--- src/common/spi_defs.svh ---
`ifndef SPI_DEFS_SVH
`define SPI_DEFS_SVH

// Controller register map
`define SPI_ADDR_CONFIG  3'd0
`define SPI_ADDR_TX      3'd1
`define SPI_ADDR_RX      3'd2
`define SPI_ADDR_STATUS  3'd3
`define SPI_ADDR_CONTROL 3'd4

`define SPI_FIFO_DEPTH 8

// Command script length and idle cycles before each step
`define SPI_SEQ_LEN  13
`define SPI_SEQ_PACE 10

`endif

--- src/common/spi_pkg.sv ---
package spi_pkg;

    // Register address on the controller's register port
    typedef logic [2:0] reg_addr_t;

    // Data word carried by register reads and writes
    typedef logic [31:0] bus_data_t;

    // One byte as it moves over the serial lines
    typedef logic [7:0] spi_byte_t;

    // Each sclk half period lasts divisor + 1 system clocks
    typedef logic [7:0] clk_div_t;

    typedef enum logic [1:0] {
        IDLE,
        SHIFT,
        DONE
    } shift_state_t;

    // PACE waits out the interval, COMMAND strobes and WAIT holds for the done pulse
    typedef enum logic [1:0] {
        PACE,
        COMMAND,
        WAIT,
        FINISHED
    } seq_state_t;

endpackage

--- src/hdl/spi_probe_top.sv ---
`timescale 1ns/1ps
`include "spi_defs.svh"

module spi_probe_top (
    input  logic               clk_i,
    input  logic               rst_n_i,
    input  logic               miso_i,
    input  logic [1:0]         interrupt_i,
    output logic               sclk_o,
    output logic               cs_n_o,
    output logic               mosi_o,
    output logic               interrupt_o,
    output spi_pkg::spi_byte_t data_o,
    output logic               done_o
);
    import spi_pkg::*;

    logic      write, write_done, read, read_done, ctrl_irq;
    reg_addr_t write_addr, read_addr;
    bus_data_t write_data, read_data;

    spi_sequencer sequencer (
        .clk_i        (clk_i),
        .rst_n_i      (rst_n_i),
        .write_done_i (write_done),
        .read_done_i  (read_done),
        .write_o      (write),
        .write_addr_o (write_addr),
        .write_data_o (write_data),
        .read_o       (read),
        .read_addr_o  (read_addr),
        .done_o       (done_o)
    );

    spi_ctrl ctrl (
        .clk_i        (clk_i),
        .rst_n_i      (rst_n_i),
        .write_i      (write),
        .write_addr_i (write_addr),
        .write_data_i (write_data),
        .write_done_o (write_done),
        .read_i       (read),
        .read_addr_i  (read_addr),
        .read_data_o  (read_data),
        .read_done_o  (read_done),
        .sclk_o       (sclk_o),
        .cs_n_o       (cs_n_o),
        .mosi_o       (mosi_o),
        .miso_i       (miso_i),
        .irq_o        (ctrl_irq)
    );

    always_ff @(posedge clk_i) begin
        if (!rst_n_i) begin
            data_o      <= '0;
            interrupt_o <= 1'b0;
        end else begin
            // Keep the most recent byte read back from the RX FIFO
            if (read_done && (read_addr == `SPI_ADDR_RX)) begin
                data_o <= read_data[7:0];
            end
            interrupt_o <= ctrl_irq || (|interrupt_i);
        end
    end

endmodule

--- src/hdl/spi_sequencer.sv ---
`timescale 1ns/1ps
`include "spi_defs.svh"

module spi_sequencer (
    input  logic               clk_i,
    input  logic               rst_n_i,
    input  logic               write_done_i,
    input  logic               read_done_i,
    output logic               write_o,
    output spi_pkg::reg_addr_t write_addr_o,
    output spi_pkg::bus_data_t write_data_o,
    output logic               read_o,
    output spi_pkg::reg_addr_t read_addr_o,
    output logic               done_o
);
    import spi_pkg::*;

    localparam int PACE_W = $clog2(`SPI_SEQ_PACE);

    // Divisor 49, mode 0, MSB first, interrupt enabled
    localparam bus_data_t CONFIG_WORD = (32'd1 << 11) | 32'd49;

    seq_state_t        state_q;
    logic [PACE_W-1:0] pace_q;
    logic [3:0]        step_q;
    logic              step_write;
    reg_addr_t         step_addr;
    bus_data_t         step_data;

    // Address and data follow the step pointer, so they hold while a read is pending
    always_comb begin
        step_write = 1'b1;
        step_addr  = `SPI_ADDR_TX;
        step_data  = '0;
        case (step_q)
            4'd0: begin
                step_addr = `SPI_ADDR_CONFIG;
                step_data = CONFIG_WORD;
            end
            4'd1: begin
                step_addr = `SPI_ADDR_CONTROL;
                step_data = 32'd1;
            end
            4'd2: step_data = 32'h0B;
            4'd3: step_data = 32'h00;
            4'd4: step_data = 32'h01;
            4'd5: step_data = 32'h02;
            4'd6: step_data = 32'h00;
            4'd7, 4'd8, 4'd9, 4'd10, 4'd11: begin
                step_write = 1'b0;
                step_addr  = `SPI_ADDR_RX;
            end
            default: begin
                // Final step drops chip select
                step_addr = `SPI_ADDR_CONTROL;
                step_data = 32'd0;
            end
        endcase
    end

    assign write_o      = (state_q == COMMAND) && step_write;
    assign read_o       = (state_q == COMMAND) && !step_write;
    assign write_addr_o = step_addr;
    assign read_addr_o  = step_addr;
    assign write_data_o = step_data;
    assign done_o       = state_q == FINISHED;

    always_ff @(posedge clk_i) begin
        if (!rst_n_i) begin
            state_q <= PACE;
            pace_q  <= '0;
            step_q  <= '0;
        end else begin
            case (state_q)
                PACE: begin
                    if (pace_q == PACE_W'(`SPI_SEQ_PACE - 1)) begin
                        pace_q  <= '0;
                        state_q <= COMMAND;
                    end else begin
                        pace_q <= pace_q + 1'b1;
                    end
                end
                COMMAND: state_q <= WAIT;
                WAIT: begin
                    if (write_done_i || read_done_i) begin
                        if (step_q == 4'(`SPI_SEQ_LEN - 1)) begin
                            state_q <= FINISHED;
                        end else begin
                            step_q  <= step_q + 1'b1;
                            state_q <= PACE;
                        end
                    end
                end
                default: state_q <= FINISHED;
            endcase
        end
    end

endmodule

--- src/spi/spi_ctrl.sv ---
`timescale 1ns/1ps

module spi_ctrl (
    input  logic               clk_i,
    input  logic               rst_n_i,
    input  logic               write_i,
    input  spi_pkg::reg_addr_t write_addr_i,
    input  spi_pkg::bus_data_t write_data_i,
    output logic               write_done_o,
    input  logic               read_i,
    input  spi_pkg::reg_addr_t read_addr_i,
    output spi_pkg::bus_data_t read_data_o,
    output logic               read_done_o,
    output logic               sclk_o,
    output logic               cs_n_o,
    output logic               mosi_o,
    input  logic               miso_i,
    output logic               irq_o
);
    import spi_pkg::*;

    logic      tx_push, tx_pop, tx_empty, tx_full;
    logic      rx_push, rx_pop, rx_empty, rx_full;
    spi_byte_t tx_in, tx_out, rx_in, rx_out;
    clk_div_t  div;
    logic      cpol, cpha, lsb_first, irq_en, busy;

    spi_reg_decode decode (
        .clk_i        (clk_i),
        .rst_n_i      (rst_n_i),
        .write_i      (write_i),
        .write_addr_i (write_addr_i),
        .write_data_i (write_data_i),
        .read_i       (read_i),
        .read_addr_i  (read_addr_i),
        .rx_data_i    (rx_out),
        .tx_full_i    (tx_full),
        .tx_empty_i   (tx_empty),
        .rx_full_i    (rx_full),
        .rx_empty_i   (rx_empty),
        .busy_i       (busy),
        .write_done_o (write_done_o),
        .read_done_o  (read_done_o),
        .read_data_o  (read_data_o),
        .tx_push_o    (tx_push),
        .tx_data_o    (tx_in),
        .rx_pop_o     (rx_pop),
        .div_o        (div),
        .cpol_o       (cpol),
        .cpha_o       (cpha),
        .lsb_first_o  (lsb_first),
        .irq_en_o     (irq_en),
        .cs_n_o       (cs_n_o)
    );

    spi_fifo tx_fifo (
        .clk_i   (clk_i),
        .rst_n_i (rst_n_i),
        .push_i  (tx_push),
        .data_i  (tx_in),
        .pop_i   (tx_pop),
        .data_o  (tx_out),
        .empty_o (tx_empty),
        .full_o  (tx_full)
    );

    spi_fifo rx_fifo (
        .clk_i   (clk_i),
        .rst_n_i (rst_n_i),
        .push_i  (rx_push),
        .data_i  (rx_in),
        .pop_i   (rx_pop),
        .data_o  (rx_out),
        .empty_o (rx_empty),
        .full_o  (rx_full)
    );

    spi_shifter shifter (
        .clk_i       (clk_i),
        .rst_n_i     (rst_n_i),
        .div_i       (div),
        .cpol_i      (cpol),
        .cpha_i      (cpha),
        .lsb_first_i (lsb_first),
        .irq_en_i    (irq_en),
        .tx_empty_i  (tx_empty),
        .tx_data_i   (tx_out),
        .miso_i      (miso_i),
        .tx_pop_o    (tx_pop),
        .rx_push_o   (rx_push),
        .rx_data_o   (rx_in),
        .busy_o      (busy),
        .sclk_o      (sclk_o),
        .mosi_o      (mosi_o),
        .irq_o       (irq_o)
    );

endmodule

--- src/spi/spi_fifo.sv ---
`timescale 1ns/1ps
`include "spi_defs.svh"

module spi_fifo (
    input  logic              clk_i,
    input  logic              rst_n_i,
    input  logic              push_i,
    input  spi_pkg::spi_byte_t data_i,
    input  logic              pop_i,
    output spi_pkg::spi_byte_t data_o,
    output logic              empty_o,
    output logic              full_o
);
    import spi_pkg::*;

    localparam int AW = $clog2(`SPI_FIFO_DEPTH);

    spi_byte_t     mem [`SPI_FIFO_DEPTH];
    logic [AW:0]   wr_ptr_q;
    logic [AW:0]   rd_ptr_q;
    logic          do_push;
    logic          do_pop;

    // The extra pointer bit tells a full buffer from an empty one
    assign empty_o = wr_ptr_q == rd_ptr_q;
    assign full_o  = (wr_ptr_q[AW] != rd_ptr_q[AW]) && (wr_ptr_q[AW-1:0] == rd_ptr_q[AW-1:0]);

    assign do_push = push_i && !full_o;
    assign do_pop  = pop_i && !empty_o;

    // Show-ahead: the head entry is always visible
    assign data_o = mem[rd_ptr_q[AW-1:0]];

    always_ff @(posedge clk_i) begin
        if (!rst_n_i) begin
            wr_ptr_q <= '0;
            rd_ptr_q <= '0;
        end else begin
            if (do_push) begin
                wr_ptr_q <= wr_ptr_q + 1'b1;
            end
            if (do_pop) begin
                rd_ptr_q <= rd_ptr_q + 1'b1;
            end
        end
    end

    always_ff @(posedge clk_i) begin
        if (do_push) begin
            mem[wr_ptr_q[AW-1:0]] <= data_i;
        end
    end

endmodule

--- src/spi/spi_reg_decode.sv ---
`timescale 1ns/1ps
`include "spi_defs.svh"

module spi_reg_decode (
    input  logic               clk_i,
    input  logic               rst_n_i,
    input  logic               write_i,
    input  spi_pkg::reg_addr_t write_addr_i,
    input  spi_pkg::bus_data_t write_data_i,
    input  logic               read_i,
    input  spi_pkg::reg_addr_t read_addr_i,
    input  spi_pkg::spi_byte_t rx_data_i,
    input  logic               tx_full_i,
    input  logic               tx_empty_i,
    input  logic               rx_full_i,
    input  logic               rx_empty_i,
    input  logic               busy_i,
    output logic               write_done_o,
    output logic               read_done_o,
    output spi_pkg::bus_data_t read_data_o,
    output logic               tx_push_o,
    output spi_pkg::spi_byte_t tx_data_o,
    output logic               rx_pop_o,
    output spi_pkg::clk_div_t  div_o,
    output logic               cpol_o,
    output logic               cpha_o,
    output logic               lsb_first_o,
    output logic               irq_en_o,
    output logic               cs_n_o
);
    import spi_pkg::*;

    logic      cs_q;
    logic      reg_done_q;
    logic      rx_pend_q;
    bus_data_t reg_data_q;
    bus_data_t reply;

    assign tx_push_o = write_i && (write_addr_i == `SPI_ADDR_TX) && !tx_full_i;
    assign tx_data_o = write_data_i[7:0];
    assign cs_n_o    = ~cs_q;

    // An RX read waits here until the shifter has delivered a byte
    assign rx_pop_o    = rx_pend_q && !rx_empty_i;
    assign read_done_o = reg_done_q || rx_pop_o;
    assign read_data_o = rx_pop_o ? {24'b0, rx_data_i} : reg_data_q;

    always_comb begin
        case (read_addr_i)
            `SPI_ADDR_CONFIG:  reply = {20'b0, irq_en_o, lsb_first_o, cpha_o, cpol_o, div_o};
            `SPI_ADDR_STATUS:  reply = {27'b0, busy_i, rx_full_i, rx_empty_i, tx_full_i, tx_empty_i};
            `SPI_ADDR_CONTROL: reply = {31'b0, cs_q};
            default:           reply = '0;
        endcase
    end

    always_ff @(posedge clk_i) begin
        if (!rst_n_i) begin
            write_done_o <= 1'b0;
            reg_done_q   <= 1'b0;
            rx_pend_q    <= 1'b0;
            div_o        <= '0;
            cpol_o       <= 1'b0;
            cpha_o       <= 1'b0;
            lsb_first_o  <= 1'b0;
            irq_en_o     <= 1'b0;
            cs_q         <= 1'b0;
        end else begin
            write_done_o <= write_i;
            reg_done_q   <= read_i && (read_addr_i != `SPI_ADDR_RX);

            if (read_i && (read_addr_i == `SPI_ADDR_RX)) begin
                rx_pend_q <= 1'b1;
            end else if (rx_pop_o) begin
                rx_pend_q <= 1'b0;
            end

            if (write_i && (write_addr_i == `SPI_ADDR_CONFIG)) begin
                div_o       <= write_data_i[7:0];
                cpol_o      <= write_data_i[8];
                cpha_o      <= write_data_i[9];
                lsb_first_o <= write_data_i[10];
                irq_en_o    <= write_data_i[11];
            end
            if (write_i && (write_addr_i == `SPI_ADDR_CONTROL)) begin
                cs_q <= write_data_i[0];
            end
        end
    end

    always_ff @(posedge clk_i) begin
        if (read_i) begin
            reg_data_q <= reply;
        end
    end

endmodule

--- src/spi/spi_shifter.sv ---
`timescale 1ns/1ps

module spi_shifter (
    input  logic               clk_i,
    input  logic               rst_n_i,
    input  spi_pkg::clk_div_t  div_i,
    input  logic               cpol_i,
    input  logic               cpha_i,
    input  logic               lsb_first_i,
    input  logic               irq_en_i,
    input  logic               tx_empty_i,
    input  spi_pkg::spi_byte_t tx_data_i,
    input  logic               miso_i,
    output logic               tx_pop_o,
    output logic               rx_push_o,
    output spi_pkg::spi_byte_t rx_data_o,
    output logic               busy_o,
    output logic               sclk_o,
    output logic               mosi_o,
    output logic               irq_o
);
    import spi_pkg::*;

    shift_state_t state_q;
    clk_div_t     half_cnt_q;
    logic [3:0]   edge_cnt_q;
    spi_byte_t    tx_sh_q;
    spi_byte_t    rx_sh_q;
    spi_byte_t    load_byte;
    logic         sclk_q;
    logic         mosi_q;
    logic         half_end;
    logic         sample_edge;
    logic         shift_edge;

    function automatic spi_byte_t reverse(input spi_byte_t b);
        spi_byte_t r;
        for (int i = 0; i < 8; i++) begin
            r[i] = b[7 - i];
        end
        return r;
    endfunction

    // Both shift registers always work MSB first and LSB-first bytes are mirrored
    assign load_byte = lsb_first_i ? reverse(tx_data_i) : tx_data_i;
    assign rx_data_o = lsb_first_i ? reverse(rx_sh_q) : rx_sh_q;

    // Even edge counts are leading edges; CPHA moves sampling to the trailing ones
    assign half_end    = (state_q == SHIFT) && (half_cnt_q == div_i);
    assign sample_edge = half_end && (~edge_cnt_q[0] ^ cpha_i);
    assign shift_edge  = half_end && !(~edge_cnt_q[0] ^ cpha_i);

    assign tx_pop_o  = (state_q == IDLE) && !tx_empty_i;
    assign rx_push_o = state_q == DONE;
    assign busy_o    = state_q != IDLE;
    assign irq_o     = irq_en_i && tx_empty_i && (state_q == IDLE);
    assign sclk_o    = sclk_q;
    assign mosi_o    = mosi_q;

    always_ff @(posedge clk_i) begin
        if (!rst_n_i) begin
            state_q    <= IDLE;
            half_cnt_q <= '0;
            edge_cnt_q <= '0;
            sclk_q     <= 1'b0;
            mosi_q     <= 1'b0;
        end else begin
            case (state_q)
                IDLE: begin
                    sclk_q     <= cpol_i;
                    half_cnt_q <= '0;
                    edge_cnt_q <= '0;
                    if (!tx_empty_i) begin
                        state_q <= SHIFT;
                        // Mode 0 and 2 put the first bit out before the first edge
                        if (!cpha_i) begin
                            mosi_q <= load_byte[7];
                        end
                    end
                end
                SHIFT: begin
                    if (half_end) begin
                        half_cnt_q <= '0;
                        sclk_q     <= ~sclk_q;
                        edge_cnt_q <= edge_cnt_q + 1'b1;
                        if (shift_edge) begin
                            mosi_q <= tx_sh_q[7];
                        end
                        if (edge_cnt_q == 4'd15) begin
                            state_q <= DONE;
                        end
                    end else begin
                        half_cnt_q <= half_cnt_q + 1'b1;
                    end
                end
                DONE: state_q <= IDLE;
                default: state_q <= IDLE;
            endcase
        end
    end

    always_ff @(posedge clk_i) begin
        if (tx_pop_o) begin
            tx_sh_q <= cpha_i ? load_byte : {load_byte[6:0], 1'b0};
        end else if (shift_edge) begin
            tx_sh_q <= {tx_sh_q[6:0], 1'b0};
        end
        if (sample_edge) begin
            rx_sh_q <= {rx_sh_q[6:0], miso_i};
        end
    end

endmodule
--- config.mk ---
export PLATFORM = sky130hd
export DESIGN_NAME = spi_probe_top
export DESIGN_NICKNAME = d
export VERILOG_FILES = /design/src/common/spi_pkg.sv /design/src/hdl/spi_probe_top.sv /design/src/hdl/spi_sequencer.sv /design/src/spi/spi_ctrl.sv /design/src/spi/spi_fifo.sv /design/src/spi/spi_reg_decode.sv /design/src/spi/spi_shifter.sv
export VERILOG_INCLUDE_DIRS = /design/src /design/src/common
export SDC_FILE = /design/constraint.sdc
export NUM_CORES = 1
export LEC_CHECK = 0
export ABC_CLOCK_PERIOD_IN_PS = 4900
export BUFFER_PORTS_ARGS = -buffer_cell sky130_fd_sc_hd__buf_4
export CAP_MARGIN = 40
export CORE_MARGIN = 4
export CORE_UTILIZATION = 30
export CTS_CLUSTER_DIAMETER = 60
export DETAILED_ROUTE_END_ITERATION = 10
export GPL_ROUTABILITY_DRIVEN = 0
export PLACE_DENSITY_LB_ADDON = 0.1
export SLEW_MARGIN = 20
export SYNTH_ARGS = -nofsm -noshare
export SYNTH_HDL_FRONTEND = slang
export SYNTH_SLANG_ARGS = --single-unit
--- constraint.sdc ---
create_clock -name clk_i -period 4.9 [get_ports clk_i]
set_input_delay 0.245 -clock clk_i [delete_from_list [all_inputs] [get_ports clk_i]]
set_output_delay 0.245 -clock clk_i [all_outputs]
set_load 0.02 [all_outputs]
==> run summary, run 1 <==
post-CTS setup buffer count -> 0
placed insts -> 900
TritonCTS clock tree -> yes
n_diodes -> 0
DIE AREA -> 28,000 um2
R2R setup slack -> 2.21 ns
worst hold path startpoint -> interrupt_i[0]
DP HPWL -> 10,700 um
final setup vio count -> 0
DRT antenna net count -> 0
Pint -> 2.36 mW
Crit-path slowest cell -> dfxtp_1
Net Switching -> 0.723 mW
worst-path maximum fanout -> 22
Crit path arrival time -> 2.74 ns
drt via density -> 4.76
Setup crit start -> ctrl.shifter.state_q[1]
Clk Latency, worst-skew pair -> 0.43 ns
Clk pwr share -> 43.0%
pre-CTS setup slack -> 2.12 ns
final worst-path cycle share -> 54.9%
Mapped Area -> 7630 um2
DRC -> 0
final core utilization -> 34.7%
initial antenna violation count -> 0
Final WS setup -> 2.21 ns
maxcap violations -> 0
remaining global-route overflow -> 0
Core ar. -> 25,100 um2
gr usage total -> 11.5%
largest net degree at the start of global routing -> 36
Comb power frac -> 2.6%
drt first pass iters -> 4
Highest Clock Rate -> 371 MHz
standard-cell rows -> 58
synthesis-to-finish area growth -> 14.2%
first-pass GRT wire length -> 25,100 um
most used cell, CP -> nand2b_1
total negative slack -> 0 ns
Die Y-Extent -> 167 um
Final Hold Vio Count -> 0
worst hold path class -> in -> reg
share of cells above drive strength 1 -> 16.8%
cts bufs inserted -> 17
# fillers -> 2,524
critical path class -> reg -> reg
status -> finished, final reports clean
RSZ-0062 raised after global routing -> no
VDD IR max -> 0.000180 V
Warnings, synthesis -> 0
Clock Path Buffers -> 2
# nets final -> 610
FF+latch count, synth -> 182
CP endpoint kind -> flop
Max transition margin -> 44.1%
hold depth -> 3
clk slew on worst S/H paths -> 0.07 ns
buffers added on ports -> 17
root buf cell -> clkbuf_16
Routed WL per cell -> 16.8 um
Die X -> 167 um
Power per Cell Area -> 354 nW/um2
num ports -> 18
worst r2r src -> ctrl.shifter.state_q[1]
clk sinks -> 182
most frequent cells in the layout -> edfxtp_1, dfxtp_1, nand2_1
cells along the critical path -> nand2b_1 -> a41oi_1 -> nand2b_1 -> nor2_1
CP Launch Type -> flop
minimum clock period -> 2.69 ns
H-Tree Depth -> 4
Top FF cell, synth -> edfxtp_1
syn_nets -> 589
r2r worst-path depth -> 4
Worst-Margin Slew -> 0.835 ns
DRT Wirelength -> 15,800 um
sequential area share after synthesis -> 63.1%
count of pins over their slew limit -> 0
Unique masters post-synth -> 60
Non-Filler Instances -> 938
most common cell after layout, fill and taps aside -> edfxtp_1
Via Count -> 4,467
vias in the first global route -> 4,356
Initial Utilization -> 30.4%
critical path required time -> 4.95 ns
Largest stage delay, worst path -> 0.78 ns
Syn Inst Count -> 574
Async SR Flop Fraction -> 0%
leakage -> 2.79 nW
Clock Skews -> 0.0108 ns
EDFF count, synth -> 117
Flop pwr share -> 54.3%
Starting DRT DRC Count -> 299
switching share of power -> 23.5%
Avg Cell Area, Syn -> 13.3 um2
-- final cells by class --
cell class	instances	area [um2]	area share, %
Sequential cell	182	4810	55.3
Multi-Input combinational cell	351	2630	30.1
Clock buffer	18	429	4.93
Tap cell	330	413	4.74
Timing Repair Buffer	32	251	2.89
Clock inverter	14	136	1.57
Inverter	11	41.3	0.474
-- logic make-up after synthesis --
| family | count (synthesis) | synth area share [%] |
|---|---|---|
| AND/OR/NAND/NOR | 190 | 12.3 |
| flip-flops | 182 | 63.1 |
| AO/OA/AOI/OAI | 81 | 7.58 |
| adder cells (fa/ha/maj) | 10 | 1.64 |
| XOR/XNOR | 25 | 2.87 |
| multiplexers | 45 | 9.97 |
| buffers and inverters | 41 | 2.49 |
-- worst max-delay path: cells and delay by family (launching register included) --
kind | cells | cell delay [ns]
and+or+nand+nor | 3 | 1.08
DFF | 1 | 0.78
AOI/OAI and AO/OA | 1 | 0.46
-- state kept, by name, indices dropped and copies added, names as in the netlist, 2 cells and up, named ones only --
name,flops
ctrl.rx_fifo.wr_ptr_q,4
ctrl.tx_fifo.rd_ptr_q,4
sequencer.state_q,2
ctrl.tx_fifo.mem,32
sequencer.pace_q,4
ctrl.rx_fifo.rd_ptr_q,4
ctrl.rx_fifo.mem,64
ctrl.decode.reg_data_q,6
data_o,8
ctrl.shifter.rx_sh_q,8
ctrl.decode.div_o,4
ctrl.shifter.state_q,2
ctrl.tx_fifo.wr_ptr_q,4
ctrl.shifter.half_cnt_q,8
sequencer.step_q,4
ctrl.shifter.edge_cnt_q,4
ctrl.shifter.tx_sh_q,7
-- through the flow --
step / hold slack (ns) / power [mW] / area [um2]
6_report: 0.0321 / 3.08 / 8710
4_1_cts: 0.0200 / 3.12 / 8680
3_5_place_dp: 0.426 / 1.79 / 8100
3_3_place_gp: 0.426 / 1.79 / 8050
2_1_floorplan: 0.344 / 1.76 / 7630
5_1_grt: 0.0348 / 3.20 / 8710
-- cell usage after synthesis, types with 12 or more instances --
cell	n	share of area [%]
o21ai_0	20	1.3
mux2i_1	13	1.7
mux4_2	24	7.1
and2_1	12	0.98
a21oi_1	18	1.2
nor3_1	14	0.92
nand3_1	15	0.98
nor2_1	48	2.4
nand2_1	52	2.6
dfxtp_1	65	17
edfxtp_1	117	46
clkbuf_1	16	0.79
xnor2_1	15	1.7
-- final timing paths --
check,to
setup / recovery,ctrl.rx_fifo.mem[6][3]
setup reg to reg,ctrl.rx_fifo.mem[6][3]
hold / removal,interrupt_o
hold reg to reg,ctrl.shifter.mosi_o
-- power by group through the flow --
stage / clock (mW) / sequential [mW] / combinational [mW]
3_3_place_gp: 0 / 1.71 / 0.0801
6_report: 1.32 / 1.67 / 0.0815
3_5_place_dp: 0 / 1.71 / 0.0817
5_1_grt: 1.43 / 1.68 / 0.0907
2_1_floorplan: 0 / 1.69 / 0.0636
4_1_cts: 1.36 / 1.67 / 0.0828
-- timing repair --
action                                 CTS  global route
hold buffers                             1             0
endpoints found under the hold margin    1             0
gates resized for setup                  0             0
-- metal layers --
metal	wire (um)	share of wire, %	global-route usage [%]
met5	0	0	0
met4	191	1.2	3.18
met3	543	3.4	2.62
met2	7050	45	17.2
met1	7990	51	16.7
Note: power is estimated with default switching activity, not from simulation.
==> run 2, diff against run 1 <==
Settings changed: ABC_CLOCK_PERIOD_IN_PS 4900 to 2400.
Clock period 4.9 ns to 2.4 ns, I/O delays scaled along.
==> run 2 against run 1 <==
Effect of this change:
- count of clock-buffer cells in the layout is 1 lower
- first-iteration DRC count is 17% lower
- critical path depth is 3 higher
- non-clock buffer count is 28 higher
- clock skew is 0.0037 ns higher
- global-route usage is 0.51 points higher
- die area stayed put
- sequential power is 100% higher
- register-to-register slack worse by 2.0 ns
- hold slack better by 0.0076 ns
- design area is 3.0% higher
- largest cell class unchanged
- worst setup slack worse by 2.0 ns
- critical path type unchanged
==> run summary, run 2 (synthesis gave the netlist of run 1 again) <==
drt first pass iters -> 4 (unchanged)
R2R setup slack -> 0.19 ns (-2.02 ns)
Clock Path Buffers -> 2 (unchanged)
status -> finished, final reports clean
DRC -> 0 (unchanged)
Post-Layout Inst Area -> 8980 um2 (+3.0%)
DIE AREA -> 28,000 um2 (unchanged)
Multi-input gate area -> 2630 um2 (about the same)
share of cells above drive strength 1 -> 20.6% (+3.8 points)
buffers added on ports -> 17 (unchanged)
drt via density -> 4.75 (-0.25%)
Hold EP -> ctrl.decode.div_o[0]
DP HPWL -> 11,100 um (+4.3%)
DRT antenna net count -> 0 (unchanged)
n_diodes -> 0 (unchanged)
DRT Wirelength -> 16,300 um (+3.1%)
count of pins over their slew limit -> 0 (unchanged)
gr usage total -> 12.0% (+0.51 points)
CP Launch Type -> flop
TritonCTS clock tree -> yes
Worst-Margin Slew -> 0.578 ns (-0.258 ns)
CP top delay family -> simple AND/OR/NAND/NOR gates
remaining global-route overflow -> 0 (unchanged)
Core ar. -> 25,100 um2 (unchanged)
Crit-path slowest cell -> or3_1
final core utilization -> 35.7% (+1.1 points)
WP buf/inv -> 1 (+1)
final worst-path cycle share -> 92.2% (+37 points)
final setup vio count -> 0 (unchanged)
most frequent cells in the layout -> edfxtp_1, dfxtp_1, buf_4
most common cell after layout, fill and taps aside -> edfxtp_1
Clock Skews -> 0.0146 ns (+0.00373 ns)
Via Count -> 4,589 (+2.7%)
Final WS setup -> 0.186 ns (-2.02 ns)
CP endpoint kind -> flop
worst-path maximum fanout -> 6 (-73%)
root buf cell -> clkbuf_16
Starting DRT DRC Count -> 247 (-17%)
r2r worst-path depth -> 7 (+3)
Clk Latency, worst-skew pair -> 0.43 ns (about the same)
VDD IR max -> 0.000400 V (+120%)
RSZ-0062 raised after global routing -> no
clk slew on worst S/H paths -> 0.08 ns (about the same)
num ports -> 18 (unchanged)
first-pass GRT wire length -> 26,300 um (+5.0%)
Largest stage delay, worst path -> 0.46 ns (-0.32 ns)
# fillers -> 2,473 (-2.0%)
worst hold path startpoint -> rst_n_i
critical path required time -> 2.72 ns (-2.23 ns)
leakage -> 2.96 nW (+5.9%)
pre-CTS setup slack -> 0.137 ns (-1.98 ns)
hold depth -> 2 (-1)
H-Tree Depth -> 4 (unchanged)
total negative slack -> 0 ns (unchanged)
Die X -> 167 um (unchanged)
Largest register FFs -> 64 (unchanged)
synthesis-to-finish area growth -> 17.6%
Reg-to-Reg End -> data_o[1]
Reg area -> 4820 um2 (about the same)
Die Y-Extent -> 167 um (unchanged)
cts bufs inserted -> 17 (unchanged)
vias in the first global route -> 4,671 (+7.2%)
cells along the critical path -> inv_1 -> ha_1 -> or3_1 -> o32ai_4 -> o21ai_2 -> and2_1 -> a22o_1
Power per Cell Area -> 707 nW/um2 (+100%)
largest net degree at the start of global routing -> 30 (-17%)
Final Hold Vio Count -> 0 (unchanged)
# nets final -> 638 (+4.6%)
minimum clock period -> 2.21 ns (-0.478 ns)
worst hold path class -> in -> reg
clk sinks -> 182 (unchanged)
Crit path arrival time -> 2.54 ns (-0.20 ns)
Max transition margin -> 61.1% (+17 points)
Placed Area -> 8360 um2 (+3.2%)
initial antenna violation count -> 0 (unchanged)
Highest Clock Rate -> 452 MHz (+22%)
Routed WL per cell -> 16.8 um (about the same)
standard-cell rows -> 58 (unchanged)
Setup crit start -> sequencer.step_q[0]
worst r2r src -> sequencer.step_q[0]
maxcap violations -> 0 (unchanged)
Initial Utilization -> 30.4% (unchanged)
critical path class -> reg -> reg
[run 2: cell types whose count changed in the layout (fill, tap and decap cells not counted), sizes merged]
cell,before,now
dlygate4sd3,1,3
clkbuf,20,17
clkinv,4,5
buf,29,57
[run 2: what timing repair did]
| action | CTS | global route |
|---|---|---|
| resized for setup | 0 | 2 |
| hold buffers | 3 | 0 |
| endpoints found under the setup margin | 0 | 18 |
| endpoints found under the hold margin | 2 | 0 |
| setup buffers | 0 | 0 |
[run 2: stage by stage]
| step | hold slack, ns | cells | power (mW) |
|---|---|---|---|
| floorplan | 0.219 | 574 | 3.59 |
| global placement | 0.300 | 931 | 3.67 |
| detailed placement | 0.299 | 931 | 3.67 |
| CTS | 0.0215 | 966 | 6.45 |
| global route | 0.0353 | 966 | 6.60 |
| finish | 0.0397 | 966 | 6.35 |
[run 2: power by group]
part           internal (mW)  leakage (nW)  switching, mW  total [mW]
sequential              3.36          1.55         0.0464        3.41
combinational         0.0850          1.12          0.108       0.193
clock                   1.40         0.280           1.35        2.75
[run 2: layer usage]
layer | wire length (um) | GRT usage (%)
met3 | 476 | 2.62
met5 | 0 | 0
met2 | 7650 | 19.3
met1 | 7950 | 16.4
met4 | 177 | 3.39
[run 2: cell type report]
type	count	area share (%)
Timing Repair Buffer	60	5.52
Inverter	11	0.460
Multi-Input combinational cell	351	29.3
Tap cell	330	4.60
Sequential cell	182	53.7
Clock buffer	17	4.74
Clock inverter	15	1.77
[run 2: worst max path at each step]
| stage | endpoint | slack [ns] | cells after the start |
|---|---|---|---|
| CTS | data_o[2] | 0.12 | 7 |
| global placement | ctrl.tx_fifo.mem[3][1] | 0.17 | 6 |
| global route | data_o[2] | 0.02 | 7 |
| finish | data_o[1] | 0.19 | 7 |
| floorplan | ctrl.tx_fifo.mem[1][0] | 0.11 | 6 |
| detailed placement | data_o[0] | 0.14 | 7 |
